`src/hw/uart_pkg.sv`:
```
// UART shared definitions
`default_nettype none

package uart_pkg;

	// Bit period counter and divisor register width
	localparam int divisor_width = 16;

	// Clock cycles per bit after reset
	localparam logic [divisor_width-1:0] divisor_reset = 16;

	// Entries in each FIFO
	localparam int fifo_depth = 8;

	// APB byte addresses of the registers
	localparam logic [7:0] addr_status = 8'h00;
	localparam logic [7:0] addr_data = 8'h04;
	localparam logic [7:0] addr_divisor = 8'h08;

	// Request side of the APB bus, driven by the master
	typedef struct packed {
		logic psel;
		logic penable;
		logic pwrite;
		logic [7:0] paddr;
		logic [31:0] pwdata;
	} apb_req_t;

	// Response side of the APB bus, driven by the slave
	typedef struct packed {
		logic [31:0] prdata;
		logic pready;
		logic pslverr;
	} apb_resp_t;

	// One received character with its stop bit check
	typedef struct packed {
		logic [7:0] character;
		logic framing_error;
	} rx_entry_t;

endpackage

`default_nettype wire

```
`src/hw/synchronizer.sv`:
```
// Two flop synchronizer
`timescale 1ns/1ps
`default_nettype none

module synchronizer
	#(parameter logic reset_state = 1'b0)
	(input logic clk,
	input logic reset,
	input logic data_in,
	output logic data_out);

	// First stage may go metastable
	logic meta;

	always_ff @(posedge clk or posedge reset)
	begin
		if (reset)
		begin
			meta <= reset_state;
			data_out <= reset_state;
		end
		else
		begin
			meta <= data_in;
			data_out <= meta;
		end
	end
endmodule

`default_nettype wire

```
`src/hw/uart_apb_regs.sv`:
```
// APB register block
`timescale 1ns/1ps
`default_nettype none

module uart_apb_regs
	(input logic clk,
	input logic reset,
	input uart_pkg::apb_req_t apb_req,
	output uart_pkg::apb_resp_t apb_resp,
	output logic [uart_pkg::divisor_width-1:0] divisor,
	output logic tx_push,
	output logic [7:0] tx_wdata,
	input logic tx_full,
	input logic tx_busy,
	output logic rx_pop,
	input uart_pkg::rx_entry_t rx_rdata,
	input logic rx_empty,
	input logic rx_valid,
	input logic rx_entry_error,
	input logic rx_full);

	import uart_pkg::*;

	logic access;
	logic write_access;
	logic read_access;
	logic sel_status;
	logic sel_data;
	logic sel_divisor;
	logic rx_overflow;
	logic framing_error;
	logic status_read;

	// Second cycle of a transfer
	assign access = apb_req.psel & apb_req.penable;
	assign write_access = access & apb_req.pwrite;
	assign read_access = access & ~apb_req.pwrite;

	// Address decode
	assign sel_status = apb_req.paddr == addr_status;
	assign sel_data = apb_req.paddr == addr_data;
	assign sel_divisor = apb_req.paddr == addr_divisor;

	assign status_read = read_access & sel_status;

	// Zero wait states
	assign apb_resp.pready = 1'b1;

	// Unknown address flags an error in the access cycle
	assign apb_resp.pslverr = access & ~(sel_status | sel_data | sel_divisor);

	// Full transmit FIFO drops the write
	assign tx_push = write_access & sel_data & ~tx_full;
	assign tx_wdata = apb_req.pwdata[7:0];

	// Read of an empty receive FIFO pops nothing
	assign rx_pop = read_access & sel_data & ~rx_empty;

	// Read mux, zero outside a read access
	always_comb
	begin
		apb_resp.prdata = '0;
		if (read_access)
		begin
			if (sel_status)
				apb_resp.prdata = {27'b0, tx_busy, framing_error, rx_overflow, tx_full, ~rx_empty};
			else if (sel_data && !rx_empty)
				apb_resp.prdata = {23'b0, rx_rdata.framing_error, rx_rdata.character};
			else if (sel_divisor)
				apb_resp.prdata = {{(32 - divisor_width){1'b0}}, divisor};
		end
	end

	always_ff @(posedge clk or posedge reset)
	begin
		if (reset)
		begin
			divisor <= divisor_reset;
			rx_overflow <= 1'b0;
			framing_error <= 1'b0;
		end
		else
		begin
			// Values below 4 are kept as written
			if (write_access && sel_divisor)
				divisor <= apb_req.pwdata[divisor_width-1:0];

			// New events win over the clear on a STATUS read
			if (rx_valid && rx_full)
				rx_overflow <= 1'b1;
			else if (status_read)
				rx_overflow <= 1'b0;

			// Only entries that reach the FIFO count
			if (rx_valid && !rx_full && rx_entry_error)
				framing_error <= 1'b1;
			else if (status_read)
				framing_error <= 1'b0;
		end
	end
endmodule

`default_nettype wire

```
`src/hw/uart_fifo.sv`:
```
// Synchronous FIFO
`timescale 1ns/1ps
`default_nettype none

module uart_fifo
	#(parameter type payload_t = logic [7:0])
	(input logic clk,
	input logic reset,
	input logic push,
	input payload_t wdata,
	input logic pop,
	output payload_t rdata,
	output logic full,
	output logic empty);

	import uart_pkg::*;

	localparam int addr_width = $clog2(fifo_depth);

	payload_t mem[fifo_depth];
	logic [addr_width-1:0] wr_ptr;
	logic [addr_width-1:0] rd_ptr;
	logic [addr_width:0] count;
	logic do_push;
	logic do_pop;

	assign full = count == (addr_width + 1)'(fifo_depth);
	assign empty = count == '0;

	// Blocked requests are ignored
	assign do_push = push & ~full;
	assign do_pop = pop & ~empty;

	// Head is visible whenever not empty
	assign rdata = mem[rd_ptr];

	always_ff @(posedge clk or posedge reset)
	begin
		if (reset)
		begin
			wr_ptr <= '0;
			rd_ptr <= '0;
			count <= '0;
		end
		else
		begin
			if (do_push)
				wr_ptr <= (wr_ptr == addr_width'(fifo_depth - 1)) ? '0 : wr_ptr + 1'b1;
			if (do_pop)
				rd_ptr <= (rd_ptr == addr_width'(fifo_depth - 1)) ? '0 : rd_ptr + 1'b1;

			// Push and pop together leave the count alone
			if (do_push && !do_pop)
				count <= count + 1'b1;
			else if (do_pop && !do_push)
				count <= count - 1'b1;
		end
	end

	// Storage
	always_ff @(posedge clk)
	begin
		if (do_push)
			mem[wr_ptr] <= wdata;
	end
endmodule

`default_nettype wire

```
`src/hw/uart_receive.sv`:
```
// Serial receiver
`timescale 1ns/1ps
`default_nettype none

module uart_receive
	(input logic clk,
	input logic reset,
	input logic uart_rx,
	input logic [uart_pkg::divisor_width-1:0] divisor,
	output logic rx_valid,
	output uart_pkg::rx_entry_t rx_entry);

	import uart_pkg::*;

	// One extra bit so that 1.5 divisor periods fit
	localparam int count_width = divisor_width + 1;

	typedef enum logic {
		wait_start,
		read_character
	} state_t;

	state_t state;
	state_t state_nxt;
	logic [count_width-1:0] sample_count;
	logic [count_width-1:0] sample_count_nxt;
	logic [3:0] bit_count;
	logic [3:0] bit_count_nxt;
	logic [divisor_width-1:0] period;
	logic [7:0] shift_reg;
	logic do_shift;
	logic rx_sync;

	// Serial line idles high, so the synchronizer resets to 1
	synchronizer #(.reset_state(1'b1)) rx_synchronizer (
		.clk(clk),
		.reset(reset),
		.data_in(uart_rx),
		.data_out(rx_sync));

	// Stop bit is sampled live in the cycle of rx_valid
	assign rx_entry.character = shift_reg;
	assign rx_entry.framing_error = ~rx_sync;

	always_comb
	begin
		state_nxt = state;
		sample_count_nxt = sample_count;
		bit_count_nxt = bit_count;
		rx_valid = 1'b0;
		do_shift = 1'b0;

		unique case (state)
			wait_start:
			begin
				if (!rx_sync)
				begin
					// Start edge seen, first sample lands mid data bit 0
					state_nxt = read_character;
					sample_count_nxt = {1'b0, divisor} + {2'b0, divisor[divisor_width-1:1]}
						- count_width'(1);
				end
			end

			read_character:
			begin
				if (sample_count == '0)
				begin
					sample_count_nxt = {1'b0, period} - count_width'(1);
					if (bit_count == 4'd8)
					begin
						// Mid stop bit, report the character
						state_nxt = wait_start;
						rx_valid = 1'b1;
						bit_count_nxt = '0;
					end
					else
					begin
						do_shift = 1'b1;
						bit_count_nxt = bit_count + 4'd1;
					end
				end
				else
					sample_count_nxt = sample_count - count_width'(1);
			end
		endcase
	end

	always_ff @(posedge clk or posedge reset)
	begin
		if (reset)
		begin
			state <= wait_start;
			sample_count <= '0;
			bit_count <= '0;
		end
		else
		begin
			state <= state_nxt;
			sample_count <= sample_count_nxt;
			bit_count <= bit_count_nxt;
		end
	end

	// Payload registers
	always_ff @(posedge clk)
	begin
		// Divisor held for the whole frame
		if (state == wait_start && !rx_sync)
			period <= divisor;

		// Data arrives LSB first
		if (do_shift)
			shift_reg <= {rx_sync, shift_reg[7:1]};
	end
endmodule

`default_nettype wire

```
`src/hw/uart_top.sv`:
```
// UART with APB interface
`timescale 1ns/1ps
`default_nettype none

module uart_top
	(input logic clk,
	input logic reset,
	input uart_pkg::apb_req_t apb_req,
	output uart_pkg::apb_resp_t apb_resp,
	input logic uart_rx,
	output logic uart_tx);

	import uart_pkg::*;

	logic [divisor_width-1:0] divisor;
	logic tx_push;
	logic [7:0] tx_wdata;
	logic [7:0] tx_data;
	logic tx_full;
	logic tx_empty;
	logic tx_ready;
	logic tx_busy;
	logic rx_pop;
	logic rx_valid;
	logic rx_full;
	logic rx_empty;
	rx_entry_t rx_entry;
	rx_entry_t rx_rdata;

	// Busy while a frame is on the line or bytes are queued
	assign tx_busy = ~tx_ready | ~tx_empty;

	uart_apb_regs regs (
		.clk(clk),
		.reset(reset),
		.apb_req(apb_req),
		.apb_resp(apb_resp),
		.divisor(divisor),
		.tx_push(tx_push),
		.tx_wdata(tx_wdata),
		.tx_full(tx_full),
		.tx_busy(tx_busy),
		.rx_pop(rx_pop),
		.rx_rdata(rx_rdata),
		.rx_empty(rx_empty),
		.rx_valid(rx_valid),
		.rx_entry_error(rx_entry.framing_error),
		.rx_full(rx_full));

	// Transmit queue, popped on the transmitter handshake
	uart_fifo #(.payload_t(logic [7:0])) tx_fifo (
		.clk(clk),
		.reset(reset),
		.push(tx_push),
		.wdata(tx_wdata),
		.pop(~tx_empty & tx_ready),
		.rdata(tx_data),
		.full(tx_full),
		.empty(tx_empty));

	uart_transmit transmitter (
		.clk(clk),
		.reset(reset),
		.divisor(divisor),
		.tx_valid(~tx_empty),
		.tx_data(tx_data),
		.tx_ready(tx_ready),
		.uart_tx(uart_tx));

	uart_receive receiver (
		.clk(clk),
		.reset(reset),
		.uart_rx(uart_rx),
		.divisor(divisor),
		.rx_valid(rx_valid),
		.rx_entry(rx_entry));

	// Receive queue, a full FIFO drops the entry
	uart_fifo #(.payload_t(rx_entry_t)) rx_fifo (
		.clk(clk),
		.reset(reset),
		.push(rx_valid),
		.wdata(rx_entry),
		.pop(rx_pop),
		.rdata(rx_rdata),
		.full(rx_full),
		.empty(rx_empty));
endmodule

`default_nettype wire

```
`src/hw/uart_transmit.sv`:
```
// Serial transmitter
`timescale 1ns/1ps
`default_nettype none

module uart_transmit
	(input logic clk,
	input logic reset,
	input logic [uart_pkg::divisor_width-1:0] divisor,
	input logic tx_valid,
	input logic [7:0] tx_data,
	output logic tx_ready,
	output logic uart_tx);

	import uart_pkg::*;

	logic busy;
	logic [9:0] shift_reg;
	logic [3:0] bit_count;
	logic [divisor_width-1:0] cycle_count;
	logic [divisor_width-1:0] period;

	assign tx_ready = ~busy;

	// Line is the low bit of the frame register, all ones when idle
	assign uart_tx = shift_reg[0];

	always_ff @(posedge clk or posedge reset)
	begin
		if (reset)
		begin
			busy <= 1'b0;
			shift_reg <= '1;
			bit_count <= '0;
			cycle_count <= '0;
		end
		else if (!busy)
		begin
			if (tx_valid)
			begin
				// Stop bit, data, start bit
				busy <= 1'b1;
				shift_reg <= {1'b1, tx_data, 1'b0};
				bit_count <= '0;
				cycle_count <= divisor - divisor_width'(1);
			end
		end
		else if (cycle_count == '0)
		begin
			// Next bit, refill with ones behind it
			shift_reg <= {1'b1, shift_reg[9:1]};
			bit_count <= bit_count + 4'd1;
			cycle_count <= period - divisor_width'(1);
		end
		else if (bit_count == 4'd9 && cycle_count == divisor_width'(1))
		begin
			// Last stop cycle is spent idle so the next frame follows with no gap
			busy <= 1'b0;
		end
		else
			cycle_count <= cycle_count - divisor_width'(1);
	end

	// Divisor captured once per frame
	always_ff @(posedge clk)
	begin
		if (!busy && tx_valid)
			period <= divisor;
	end
endmodule

`default_nettype wire

```
`config.mk`:
```
export PLATFORM = sky130hd
export DESIGN_NAME = uart_top
export DESIGN_NICKNAME = d
export VERILOG_FILES = /design/src/hw/uart_pkg.sv /design/src/hw/synchronizer.sv /design/src/hw/uart_apb_regs.sv /design/src/hw/uart_fifo.sv /design/src/hw/uart_receive.sv /design/src/hw/uart_top.sv /design/src/hw/uart_transmit.sv
export SDC_FILE = /design/constraint.sdc
export NUM_CORES = 1
export LEC_CHECK = 0
export ABC_AREA = 1
export BUFFER_PORTS_ARGS = -buffer_cell sky130_fd_sc_hd__buf_4
export CAP_MARGIN = 10
export CORE_ASPECT_RATIO = 1.1
export CORE_MARGIN = 4
export CORE_UTILIZATION = 40
export DETAILED_ROUTE_END_ITERATION = 16
export PLACE_DENSITY = 0.63
export SKIP_LAST_GASP = 1
export SLEW_MARGIN = 10
export SYNTH_ARGS = -nofsm -noshare
export SYNTH_HDL_FRONTEND = slang
export SYNTH_SLANG_ARGS = --single-unit
```
`constraint.sdc`:
```
create_clock -name clk -period 3.7 [get_ports clk]
set_input_delay 0.37 -clock clk [delete_from_list [all_inputs] [get_ports clk]]
set_output_delay 0.37 -clock clk [all_outputs]
set_load 0.02 [all_outputs]
```
==> impl_metrics.yaml <==
setup_path:
  worst_r2r_startpoint: "regs.divisor[2]"
  worstSetupStartpointType: "flip-flop"
  critPathCapture: "apb_resp[16]"
  crit_start: "rx_fifo.count[0]"
  r2r_cells: 15
  r2r_end: "receiver.sample_count[11]"
  end_kind: "output pin"
  r2r_slack_ns: 0.78
  arrival_ns: 2.98
  worstPathRequired_ns: 3.33
  critical_path_class: "reg2out"
  crit_fanout: 13
timing:
  setup_tns_ns: 0
  timing.final.crit_share_pct: 90.5
  final-hold-violation-count: 0
  fmax_mhz: 299
  worst_slack_ns: 0.351
  min_period_ns: 3.35
  whs_ns: 0.00701
  grt_setup_unrepaired: "false"
  timing_worst_slew_pin_value_ns: 0.954
  final-setup-viol-count: 0
  maxSlewViolCount: 0
  fin_skew_ns: 0.0162
  max_slew_margin_pct: 36.4
final_layout:
  top_register: "rx_fifo.mem"
  nFillCells: 3149
  diodes: 0
  reg.largest.list: "rx_fifo.mem: 72 flops, tx_fifo.mem: 64 flops, receiver.sample_count: 17 flops"
  largest_reg_flops: 72
  area_growth_pct: 14.0
  stdcell_area_sq_mm: 0.0158
  postLayoutCoreUtil_pct: 46.1
  final_nets: 1627
  stdcell_count: 1983
  drive_above_1_share_pct: 12.4
route:
  postRouteAntennaNets: 0
  drtIter0Drc: 666
  routed_via_density: 5.18
  vias: 10300
  post_drt_wl_per_cell_um: 16.3
  wl_um: 32400
  drc: 0
  drt_pass1_iterations: 5
synthesis:
  synth_mux_area_share_pct: 0.0723
  synthXorXnorAreaFrac_pct: 2.22
  synthFlopType: "edfxtp_1"
  synth-compound-area-share_pct: 12.8
  async_flop_share_pct: 34.3
  synth_warnings: 0
  synth_top_family_by_area: "simple AND/OR/NAND/NOR gates"
  post_synth.cell_area_avg_sq_um: 9.54
  synth_simple_gate_area_share_pct: 17.5
  ys_seq_area_share_pct: 54.9
  ys_ff_latch: 268
  synth_cell_type_count: 61
  synth_fa_ha_area_share_pct: 5.46
  synth_area_sq_mm: 0.0138
  syn_inst: 1450
  synth-edff-count: 176
clocking:
  clk_latency_ns: 0.55
  cts_buffers: 28
  cts_tree: "done"
  path_clk_slew_ns: 0.06
  clock_sinks: 268
  htreeDepth: 1
  clockRootBuffer: "clkbuf_16"
  clock_path_buffers: 3
floorplanning:
  die-height_um: 203
  io_pins: 81
  fp-row-count: 71
  dieArea_sq_mm: 0.0376
  start_util_pct: 40.5
  chipWidth_um: 185
  core_sq_mm: 0.0342
place:
  port_buffers: 47
  hpwl_um: 22600
  pre_cts_ws_ns: 0.674
  placed_area_sq_mm: 0.0148
  place.gp.congestion: 0.872
  post-place-cells: 1930
grt:
  grt-ovfl-total: 0
  grt_pass1_vias: 10200
  grt_usage_pct: 17.4
  grt_max_degree: 67
  antenna_found_initial: 0
  grt_pass1_wl_um: 53100
pwr:
  ir_drop_v: 0.000437
  p_leak_nw: 6.31
  powerDensity_mw_per_mm2: 419
  power_mw: 6.60
job:
  drv_cap: 0
hold_path:
  hp-class: "in2async"
run_status:
  status: "complete, no violations"
==> layout make-up <==
| class | instances | area, sq um | area share, % |
|---|---|---|---|
| sequential | 268 | 7600 | 48.2 |
| multi-input combinational | 965 | 5340 | 33.8 |
| clock buffer | 40 | 850 | 5.39 |
| inverter | 176 | 668 | 4.24 |
| timing repair buffer | 84 | 633 | 4.01 |
| tap | 438 | 548 | 3.47 |
| clock inverter | 12 | 134 | 0.849 |
==> where the power goes <==
| group | total [mW] | internal, mW | switching [mW] |
|---|---|---|---|
| Combinational | 0.363 | 0.129 | 0.234 |
| Sequential | 3.30 | 3.24 | 0.0590 |
| Clock | 2.94 | 1.75 | 1.19 |
==> worst min-delay path by stage <==
stage	startpoint	end	slack (ns)	cells after the start
6_report	reset	rx_fifo.rd_ptr[1]	0.007	2
5_1_grt	apb_req[5]	tx_fifo.mem[3][5]	0.07	1
4_1_cts	apb_req[10]	regs.divisor[10]	0.05	3
3_5_place_dp	receiver.rx_synchronizer.meta	receiver.rx_synchronizer.data_out	0.35	0
3_3_place_gp	receiver.rx_synchronizer.meta	receiver.rx_synchronizer.data_out	0.35	0
2_1_floorplan	receiver.rx_synchronizer.meta	receiver.rx_synchronizer.data_out	0.35	0
==> cell usage after synthesis (22+ instances only) <==
| master | n | area share, % |
|---|---|---|
| edfxtp_1 | 176 | 38 |
| nor2_1 | 145 | 3.9 |
| dfrtp_1 | 80 | 14 |
| a21oi_1 | 111 | 4.0 |
| nand3_1 | 78 | 2.8 |
| nand2_1 | 235 | 6.4 |
| nor3_1 | 36 | 1.3 |
| inv_1 | 158 | 4.3 |
| ha_1 | 54 | 4.9 |
| xor2_1 | 28 | 1.8 |
| clkbuf_1 | 31 | 0.84 |
| o22ai_1 | 22 | 0.99 |
| o21ai_0 | 107 | 3.9 |
==> metal layers <==
metal	wire [um]	share of wire, %	vias up	GRT usage, %
met5	0	0	-	0
met4	680	2.1	0	4.33
met3	1670	5.2	48	2.22
met2	16000	49	242	29.9
met1	14100	44	4887	23.4
li1	-	-	5102	-
==> cells by family (layout without fill, tap and decap cells) <==
kind of cell / after synthesis / in the layout
simple gates: 544 / 544
other cells: 2 / 17
flops: 268 / 268
xor+xnor: 35 / 35
buf+inv: 232 / 312
mux: 1 / 1
fa+ha+maj: 58 / 58
compound gates: 310 / 310
==> worst max-delay path: stages (launching register included) <==
cell and delay, ns:
dfrtp_1 0.45, nor4_1 0.57, nor2_2 0.13, buf_4 0.18, inv_1 0.35, nand2_1 0.33, nor3_1 0.25, buf_4 0.18
==> what timing repair did <==
item                                   CTS  global route
setup buffers                            0             0
hold buffers                             1             0
gates resized for setup                  0             0
endpoints found under the hold margin    1             0
==> cells in the final DEF, fill, tap and decap left out, drive strengths merged, types with 8 or more instances in the layout <==
cell type	synthesis	final
clkbuf	31	40
nand3	79	79
a31oi	10	10
nor3	40	40
dfstp	12	12
ha	54	54
a221oi	8	8
a22oi	14	14
inv	173	176
buf	25	83
xor2	28	28
a21oi	112	112
conb	2	17
nand2	241	241
nor2	158	158
nand4	12	12
edfxtp	176	176
o22ai	23	23
o21ai	113	113
dfrtp	80	80
(Power assumes the default switching activity.)
